===== config.mk =====
export PLATFORM = sky130hd
export DESIGN_NAME = lane_crossover
export DESIGN_NICKNAME = d
export VERILOG_FILES = /design/src/gtp_test_pkg.sv /design/src/lane_crossover.sv
export VERILOG_INCLUDE_DIRS = /design/src
export SDC_FILE = /design/constraint.sdc
export NUM_CORES = 1
export LEC_CHECK = 0
export BUFFER_PORTS_ARGS = -buffer_cell sky130_fd_sc_hd__buf_2
export CAP_MARGIN = 20
export CORE_ASPECT_RATIO = 1.2
export CORE_MARGIN = 5
export CORE_UTILIZATION = 43
export DETAILED_ROUTE_END_ITERATION = 10
export PLACE_DENSITY = 0.78
export SYNTH_ARGS = -nofsm -noshare
export SYNTH_HDL_FRONTEND = slang
export SYNTH_SLANG_ARGS = --single-unit
export TNS_END_PERCENT = 5

===== constraint.sdc =====
create_clock -name other_word_clock -period 1.95 [get_ports other_word_clock]
set_input_delay 0.2925 -clock other_word_clock [delete_from_list [all_inputs] [get_ports other_word_clock]]
set_output_delay 0.2925 -clock other_word_clock [all_outputs]
set_load 0.005 [all_outputs]

===== src/gtp_test_cfg.svh =====
`ifndef GTP_TEST_CFG_SVH
`define GTP_TEST_CFG_SVH

// Serializer payload word, one OSERDES load
`define GTP_SER_WIDTH 8

// Transceiver lane word
`define GTP_LANE_WIDTH 16

// Counter bit that frees the first reset stage; next stages use the next two bits
// Small for simulation, hardware wants something near 14
`define GTP_RST_PICKOFF 3

// Cycles an activity LED stays lit after the last valid word
`define GTP_ACT_HOLD 6

// PRBS-15 start value
`define GTP_PRBS_SEED 15'h7fff

`endif


===== src/gtp_test_pkg.sv =====
`default_nettype none

`include "gtp_test_cfg.svh"

package gtp_test_pkg;

	// One word handed to the serializer
	typedef logic [`GTP_SER_WIDTH-1:0] ser_word_t;

	// One transceiver lane word
	typedef logic [`GTP_LANE_WIDTH-1:0] lane_word_t;

	// Staged resets, all active high
	typedef struct packed {
		logic serializer_rst; // Released first
		logic source_rst;
		logic lane_rst;       // Released last
	} rst_stages_t;

endpackage

`default_nettype wire


===== src/lane_crossover.sv =====
`default_nettype none

`include "gtp_test_cfg.svh"

module lane_crossover (
	input  logic                     other_word_clock,
	input  logic                     lane_rst,
	input  gtp_test_pkg::lane_word_t sma_rx_data,
	input  gtp_test_pkg::lane_word_t sfp_rx_data,
	input  logic                     sma_rx_valid,
	input  logic                     sfp_rx_valid,
	output gtp_test_pkg::lane_word_t sma_tx_data,
	output gtp_test_pkg::lane_word_t sfp_tx_data,
	output logic                     sma_tx_valid,
	output logic                     sfp_tx_valid,
	output logic [1:0]               activity_led
);

	localparam int unsigned HOLD_W = $clog2(`GTP_ACT_HOLD + 1);

	// Index 1 is the SMA lane, index 0 the SFP lane
	gtp_test_pkg::lane_word_t rx_data [2];
	gtp_test_pkg::lane_word_t tx_data [2];
	logic [1:0]               rx_valid;
	logic [1:0]               tx_valid;

	assign rx_data[1] = sma_rx_data;
	assign rx_data[0] = sfp_rx_data;
	assign rx_valid   = {sma_rx_valid, sfp_rx_valid};

	for (genvar i = 0; i < 2; i++) begin : g_lane
		logic [HOLD_W-1:0] hold_cnt;

		// Word from this receiver goes out on the other transmitter
		always_ff @(posedge other_word_clock) begin
			if (rx_valid[i]) begin
				tx_data[1-i] <= rx_data[i];
			end
		end

		always_ff @(posedge other_word_clock) begin
			if (lane_rst) begin
				tx_valid[1-i] <= 1'b0;
				hold_cnt      <= '0;
			end else begin
				tx_valid[1-i] <= rx_valid[i];
				if (rx_valid[i]) begin
					hold_cnt <= HOLD_W'(`GTP_ACT_HOLD);
				end else if (hold_cnt != '0) begin
					hold_cnt <= hold_cnt - 1'b1;
				end
			end
		end

		assign activity_led[i] = hold_cnt != '0;
	end

	assign sma_tx_data  = tx_data[1];
	assign sfp_tx_data  = tx_data[0];
	assign sma_tx_valid = tx_valid[1];
	assign sfp_tx_valid = tx_valid[0];

endmodule

`default_nettype wire


Word-level counts from Yosys, hierarchy flattened
Memories as Yosys holds them, arrays and structs flattened.
Cells that the tools add are included.
- flip-flop bits (word level): 8
- latch bits: 0
- bits in writable memories: 32
- ROM bits: 0
- input bits: 36
- word-level logic and storage cells: 23
- memories: 1
- add/subtract/negate cells: 2
- multipliers: 0
- divide/modulo/power cells: 0
- order comparisons: 0
- equality and inequality tests: 0
- shift operators: 0
- muxes and demuxes: 8
- bitwise operators: 0
- reduce and logical (&&, ||, !) cells: 6
- memories (name ; depth ; bits a word ; rd ports ; clocked after Yosys merged registers in ; write ports ; line ; text):
    tx_data ; 2 ; 16 ; 2 ; 0 ; 2 ; lane_crossover.sv:23 ; gtp_test_pkg::lane_word_t tx_data [2];
- operator list (operator ; count):
    2-to-1 mux 3 bit ; 4
    nonzero test 3 bit ; 2
    subtractor 3 x 1 -> 3 bit, second input constant ; 2
    2-to-1 mux 1 bit ; 4
    nonzero test 2 bit ; 2
    OR reduction 2 bit ; 2

Longest topological paths before layout
Gate-level depths: netlist of run 1.
- depth after elaboration: 3
- depth in mapped cells: 5
- gate-level depth less buffers: 5

Least setup slack after synthesis of run 1
No wires, ideal clock.
- path kind: reg-to-reg
- from: register g_lane[0].hold_cnt[0]
- to: register g_lane[0].hold_cnt[1]
- arrival: 1.356 ns
- path slack: 0.520 ns
- cell stages (with the launch flop): 6
- buffers on the path: 0
- period minus slack after synthesis: 1.430 ns
- path through: dfxtp_1 > or2_2 > inv_1 > ha_1 > or4b_1 > a31oi_1
- longest elaborated chain between the ends: 3
- elaborated cells between the ends (all ways): 5
- those cells by class: add/sub: 1; mux: 2; reduce/logical: 2
- ends and longest elaborated chain (item ; line ; text):
    start: declaration ; lane_crossover.sv:32 ; logic [HOLD_W-1:0] hold_cnt;
    start signal: assignment ; lane_crossover.sv:48 ; hold_cnt <= HOLD_W'(`GTP_ACT_HOLD);
    start signal: assignment ; lane_crossover.sv:50 ; hold_cnt <= hold_cnt - 1'b1;
    subtractor 3 x 1 -> 3 bit ; lane_crossover.sv:50 ;
    2-to-1 mux 3 bit ; lane_crossover.sv:49 ; end else if (hold_cnt != '0) begin
    2-to-1 mux 3 bit ; lane_crossover.sv:47 ; if (rx_valid[i]) begin
Parallel ways exist; a longest one is shown, timed or not. The select of a mux whose other input is x is not followed.
A chain may end at the register's enable or synchronous reset.

Final worst setup path of run 1
- from: register g_lane[1].hold_cnt[0]
- to: output port activity_led[1]
- longest elaborated chain between the ends: 1
- ends and longest elaborated chain (item ; line ; text):
    start: declaration ; lane_crossover.sv:32 ;
    start signal: assignment ; lane_crossover.sv:48 ;
    start signal: assignment ; lane_crossover.sv:50 ;
    nonzero test 3 bit ; lane_crossover.sv:55 ; assign activity_led[i] = hold_cnt != '0;
    end: declaration ; lane_crossover.sv:16 ; output logic [1:0] activity_led
No other way between the ends.

==> results of run 1 <==
==> sequential cells by signal, summed over array words and instances, names as in the netlist <==
register / count
g_lane.hold_cnt: 6
sfp_tx_valid: 1
sma_tx_valid: 1
tx_data: 32
==> synthesized netlist by cell type, drive strengths merged <==
cell type	number	area [µm²]
inv	8	30.0
a31oi	2	12.5
nor3	2	10.0
or4b	2	20.0
xor2	2	17.5
dfxtp	8	160
nor2	2	7.51
edfxtp	32	961
clkbuf	1	3.75
o21ai	2	10.0
ha	4	50.1
or2	2	12.5
mux2i	2	20.0
a21oi	2	10.0
==> worst min path at each step <==
stage                                         endpoint  cells past startpoint  slack (ns)             from
finish                        tx_data[0][11]$_DFFE_PP_                      1        0.13  sma_rx_data[11]
global route                  tx_data[0][22]$_DFFE_PP_                      1        0.09   sfp_rx_data[6]
CTS                           tx_data[0][31]$_DFFE_PP_                      1        0.11  sfp_rx_data[15]
detailed placement            tx_data[0][11]$_DFFE_PP_                      1        0.47  sma_rx_data[11]
global placement              tx_data[0][19]$_DFFE_PP_                      1        0.47   sfp_rx_data[3]
floorplan           g_lane[0].hold_cnt[0]$_SDFFE_PP0P_                      1        0.37     sfp_rx_valid
==> per-layer routing <==
layer	share of wire [%]	track usage (%)	vias to the layer above	wire length, µm
met5	0	0	-	0
met3	8.7	4.20	6	227
li1	-	-	410	-
met4	2.4	6.51	0	62
met1	31	12.0	389	796
met2	58	22.8	34	1510
==> stage by stage <==
step	area (µm²)	power [mW]
finish	1800	1.68
global route	1800	1.78
CTS	1800	1.71
detailed placement	1720	1.21
global placement	1720	1.19
floorplan	1330	1.09
==> layout by cell type, fill, tap and decap left out <==
cell	instances
sky130_fd_sc_hd__edfxtp_1	32
sky130_fd_sc_hd__ha_1	4
sky130_fd_sc_hd__clkinv_1	2
sky130_fd_sc_hd__clkbuf_4	5
sky130_fd_sc_hd__nor2_1	2
sky130_fd_sc_hd__buf_2	71
sky130_fd_sc_hd__or2_2	2
sky130_fd_sc_hd__a31oi_1	2
sky130_fd_sc_hd__bufinv_16	1
sky130_fd_sc_hd__dfxtp_1	8
sky130_fd_sc_hd__o21ai_0	2
sky130_fd_sc_hd__xor2_1	2
sky130_fd_sc_hd__a21oi_1	2
sky130_fd_sc_hd__or4b_1	2
sky130_fd_sc_hd__inv_1	8
sky130_fd_sc_hd__nor3_1	2
sky130_fd_sc_hd__mux2i_1	2
==> final cells by class <==
| class | instances | area, µm² | share of cell area, % |
|---|---|---|---|
| flip-flops and latches | 40 | 1120 | 62.4 |
| repair buffers | 71 | 355 | 19.8 |
| multi-input cells | 22 | 170 | 9.47 |
| well taps | 36 | 45.0 | 2.51 |
| clock buffers | 5 | 37.5 | 2.09 |
| clock inverters | 3 | 37.5 | 2.09 |
| inverters | 8 | 30.0 | 1.67 |
==> cells by family (layout without fill, tap and decap cells) <==
logic type	Yosys count	count (layout)	share of synthesized area [%]
AND/OR/NAND/NOR	8	8	3.78
buffers and inverters	9	87	2.55
AO/OA/AOI/OAI	6	6	2.46
XOR/XNOR	2	2	1.32
flip-flops	40	40	84.6
adder cells (fa/ha/maj)	4	4	3.78
multiplexers	2	2	1.51
==> where the power goes <==
part | switching, mW | internal [mW] | total [mW]
combinational | 0.0816 | 0.0875 | 0.169
clock | 0.239 | 0.262 | 0.501
sequential | 0.0219 | 0.993 | 1.01
==> flow_summary.toml, run 1 <==
[sta]
final_critical_path_setup_slack_ns = 0.155
timing.hold.ws_ns = 0.127
final-setup-viol-count = 0
final_min_period_over_clock_period_pct = 92.0
achievable-frequency_ghz = 0.557
headroom_to_the_max_slew_limit_pct = 74.1
rsz0062_at_grt = "false"
report.final.slew_viol_count = 0
report.final.hold_viol_count = 0
fin_tns_setup_ns = 0
max_slew.worst_pin.slew_ns = 0.389
fin_worst_skew_ns = 0.00508
final_period_minus_worst_setup_slack_ns = 1.79

[clock_network]
cts_resized = 0
cts_tree = "yes"
cts.repair_timing.setup_buffer_count = 0
clk-insertion-delay-late_ns = 0.33
clk_root_buffer_cell = "sky130_fd_sc_hd__clkbuf_4"
cts.sink_count = 40
tritoncts.num_buffers = 5
ctsHtreeMaxLevel = 2
path_clk_slew_ns = 0.11
cts-hold-fix-buffers = 0
cts.path.max_buffers = 2

[synth]
synthesis.nets = 111
postSynthCellCount = 71
netlist_area_pre_place_mm2 = 0.00133
synth.yosys.seq_area_share_pct = 84.6
synth.ff_latch_count = 40
synth_cell_type_count = 14
synthesis.area_per_instance_um2 = 18.7
synth.yosys.warnings = 0

[worst_setup_path]
critical_path.reg2reg.startpoint = "g_lane[1].hold_cnt[0]$_SDFFE_PP0P_"
worst_setup_path_endpoint = "activity_led[1]"
maximum_fanout_along_the_worst_path = 5
reg2reg_slack_ns = 0.36
worst_path_cell_with_the_longest_stage_delay = "sky130_fd_sc_hd__dfxtp_1"
critical_path_required_ns = 1.66
critical_path_cell_count = 5
cp_cell_sequence = "or2_2 -> inv_1 -> ha_1 -> inv_1 -> buf_2"
critical_path.endpoint_type = "output pin"
reg2regPathDepth = 5
buffers_plus_inverters_on_the_worst_setup_path = 3
top_cell_family_by_delay_on_the_critical_path = "flip-flops"
setup.worst_path.start = "g_lane[1].hold_cnt[0]$_SDFFE_PP0P_"
setup.worst_path.class = "reg2out"
timing.critical_path.arrival_ns = 1.50
crit_path_max_incr_delay_ns = 0.35
critical_path.reg2reg.endpoint = "g_lane[1].hold_cnt[1]$_SDFFE_PP0P_"
crit_top_cell = "sky130_fd_sc_hd__inv_1"
startpoint_type = "register"

[finish]
layout-drive-gt1-share_pct = 53.0
finalNetCount = 188
final_cell_count_no_fill = 185
fin_util_pct = 59.3
synth_to_final_area_change_pct = 35.6
antenna_cells = 0
filler_cell_count = 252

[job]
maxCapViolCount = 0

[route]
post-route-drc-count = 0
average_routed_wire_per_standard_cell_um = 14.0
final_wirelength_mm = 2.60
vias = 839
avgViaCountPerCell = 4.54
number_of_drc_markers_after_the_initial_detailed_route_iteration = 12
postRouteAntennaNets = 0
detailedRoute.firstPassIterationCount = 4

[global_routing]
grt-ovfl-total = 0
grt_antenna_before_repair = 0
global_route_usage_sum_pct = 12.6
via_count_of_the_first_global_routing_pass = 840
grt_start_max_net_pins = 19
global_route_wire_length_before_repair_mm = 3.92

[place]
gp_congestion = 0.693
placed_cells_incl_taps = 177
dp_hpwl_mm = 2.05
port-buffer-count = 71
place_ws_ns = 0.376

[min_path]
hold_class = "in2reg"

[power_and_ir_drop]
power.density_mw_per_mm2 = 938
worst_ir_drop_vdd_mv = 0.687
p_leak_nw = 0.815

[die]
core_area_mm2 = 0.00303
std_cell_rows = 22
num_ports = 72
start_util_pct = 43.8
die_width_um = 60.7
die_area_mm2 = 0.00430
die_height_um = 70.8

[run_status]
outcome = "completed"
Power figures use the tool's default switching activity.
==> inputs of run 2 (changes only) <==
Settings changed: PLACE_DENSITY 0.78 to 0.86.
==> flow_summary.toml, run 2 (same netlist as run 1, synthesis figures left out) <==
[global_routing]
grt-ovfl-total = 0
via_count_of_the_first_global_routing_pass = 854
global_route_usage_sum_pct = 12.3
global_route_wire_length_before_repair_mm = 3.77
grt_start_max_net_pins = 19
grt_antenna_before_repair = 0

[power_and_ir_drop]
power.density_mw_per_mm2 = 898
worst_ir_drop_vdd_mv = 0.463
p_leak_nw = 0.813

[worst_setup_path]
buffers_plus_inverters_on_the_worst_setup_path = 3
crit_path_max_incr_delay_ns = 0.35
reg2regPathDepth = 5
worst_path_cell_with_the_longest_stage_delay = "sky130_fd_sc_hd__dfxtp_1"
timing.critical_path.arrival_ns = 1.50
top_cell_family_by_delay_on_the_critical_path = "flip-flops"
cp_cell_sequence = "or2_2 -> inv_1 -> ha_1 -> inv_1 -> buf_2"
critical_path.endpoint_type = "output pin"
critical_path.reg2reg.startpoint = "g_lane[1].hold_cnt[0]$_SDFFE_PP0P_"
reg2reg_slack_ns = 0.40
startpoint_type = "register"
critical_path.reg2reg.endpoint = "g_lane[1].hold_cnt[1]$_SDFFE_PP0P_"
crit_top_cell = "sky130_fd_sc_hd__inv_1"
maximum_fanout_along_the_worst_path = 5
critical_path_required_ns = 1.66
setup.worst_path.class = "reg2out"

[sta]
max_slew.worst_pin.slew_ns = 0.370
final_period_minus_worst_setup_slack_ns = 1.79
report.final.slew_viol_count = 0
headroom_to_the_max_slew_limit_pct = 75.3
rsz0062_at_grt = "false"
final-setup-viol-count = 0
report.final.hold_viol_count = 0
fin_worst_skew_ns = 0.00594
final_min_period_over_clock_period_pct = 92.0
achievable-frequency_ghz = 0.557
fin_tns_setup_ns = 0

[die]
std_cell_rows = 22
die_width_um = 60.7
num_ports = 72
die_area_mm2 = 0.00430
core_area_mm2 = 0.00303
die_height_um = 70.8
start_util_pct = 43.8

[finish]
most_common_cell_after_layout_fill_and_taps_aside = "sky130_fd_sc_hd__buf_2"
final_cell_mix = "sky130_fd_sc_hd__buf_2, sky130_fd_sc_hd__edfxtp_1, sky130_fd_sc_hd__inv_1, sky130_fd_sc_hd__dfxtp_1, sky130_fd_sc_hd__clkbuf_4"
largestRegisters = "tx_data: 32 flops, g_lane.hold_cnt: 6 flops"
filler_cell_count = 238
largest_register_ffs = 32
synth_to_final_area_change_pct = 34.6
antenna_cells = 0
layout-drive-gt1-share_pct = 54.4
finalNetCount = 188
final_cell_count_no_fill = 185
largest-register = "tx_data"

[clock_network]
cts.repair_timing.setup_buffer_count = 0
cts.path.max_buffers = 2
clk-insertion-delay-late_ns = 0.34
cts.sink_count = 40
clk_root_buffer_cell = "sky130_fd_sc_hd__clkbuf_4"
cts_resized = 0
ctsHtreeMaxLevel = 2
cts_tree = "yes"
path_clk_slew_ns = 0.11
cts-hold-fix-buffers = 0
tritoncts.num_buffers = 5

[route]
average_routed_wire_per_standard_cell_um = 13.5
met1Wirelength_um = 810
wl_met2_mm = 1.38
number_of_drc_markers_after_the_initial_detailed_route_iteration = 10
detailedRoute.firstPassIterationCount = 4
postRouteAntennaNets = 0
route.met3.wl_um = 261
avgViaCountPerCell = 4.49
final_wirelength_mm = 2.50
post-route-drc-count = 0
vias = 830
highest_metal_layer_with_signal_wires = "met4"

[min_path]
hold_end = "tx_data[0][3]$_DFFE_PP_"
hold_class = "in2reg"
worstHoldPathCells = 1
worst_hold_startpoint = "sma_rx_data[3]"

[run_status]
outcome = "completed"

[place]
port-buffer-count = 71
placed_cells_incl_taps = 177
gp_congestion = 0.688
dp_hpwl_mm = 2.01

[job]
maxCapViolCount = 0
[run 2: cell count changes in the layout (fill, tap and decap cells not counted)]
cell and delta:
sky130_fd_sc_hd__clkinv_1 -2, sky130_fd_sc_hd__clkinv_2 +2, sky130_fd_sc_hd__bufinv_16 -1, sky130_fd_sc_hd__clkbuf_8 +1
[run 2: per-layer routing]
| metal | GRT usage (%) | vias up |
|---|---|---|
| met4 | 6.51 | 0 |
| met5 | 0 | - |
| li1 | - | 407 |
| met2 | 20.9 | 34 |
| met1 | 11.7 | 385 |
| met3 | 6.20 | 4 |
[run 2: report_power, final]
part | internal [mW] | switching, mW | total (mW) | leakage, nW
combinational | 0.0873 | 0.0803 | 0.168 | 0.395
sequential | 0.993 | 0.0210 | 1.01 | 0.380
clock | 0.172 | 0.247 | 0.419 | 0.0380
total | 1.25 | 0.349 | 1.60 | 0.813
[run 2: area by class of cell]
cell class	instances	area, µm²	share of cell area, %
multi-input combinational	22	170	9.54
tap	36	45.0	2.53
clock buffer	6	51.3	2.88
inverter	8	30.0	1.68
timing repair buffer	71	355	19.9
clock inverter	2	10.0	0.561
sequential	40	1120	62.9
[run 2: worst max-delay path by stage]
stage | from | endpoint | slack [ns] | cells after the start
final | g_lane[1].hold_cnt[0]$_SDFFE_PP0P_ | activity_led[1] | 0.16 | 5
after floorplan | g_lane[0].hold_cnt[0]$_SDFFE_PP0P_ | g_lane[0].hold_cnt[1]$_SDFFE_PP0P_ | 0.52 | 5
after detailed placement | g_lane[1].hold_cnt[0]$_SDFFE_PP0P_ | g_lane[1].hold_cnt[1]$_SDFFE_PP0P_ | 0.41 | 5
after CTS | g_lane[1].hold_cnt[0]$_SDFFE_PP0P_ | activity_led[1] | 0.13 | 5
after global routing | g_lane[1].hold_cnt[0]$_SDFFE_PP0P_ | activity_led[1] | 0.05 | 5
after global placement | g_lane[1].hold_cnt[0]$_SDFFE_PP0P_ | g_lane[1].hold_cnt[1]$_SDFFE_PP0P_ | 0.50 | 5
[run 2: metrics by stage]
stage / hold WS, ns / util (%) / total power [mW] / instance area (µm²) / setup slack, ns
after floorplan: 0.372 / - / 1.09 / 1330 / 0.520
final: 0.117 / 58.9 / 1.60 / 1780 / 0.155
after global routing: 0.0762 / 58.9 / 1.69 / 1780 / 0.0473
after CTS: 0.102 / 58.9 / 1.63 / 1780 / 0.129
after global placement: 0.469 / 56.9 / 1.19 / 1720 / 0.502
after detailed placement: 0.471 / 56.9 / 1.21 / 1720 / 0.408
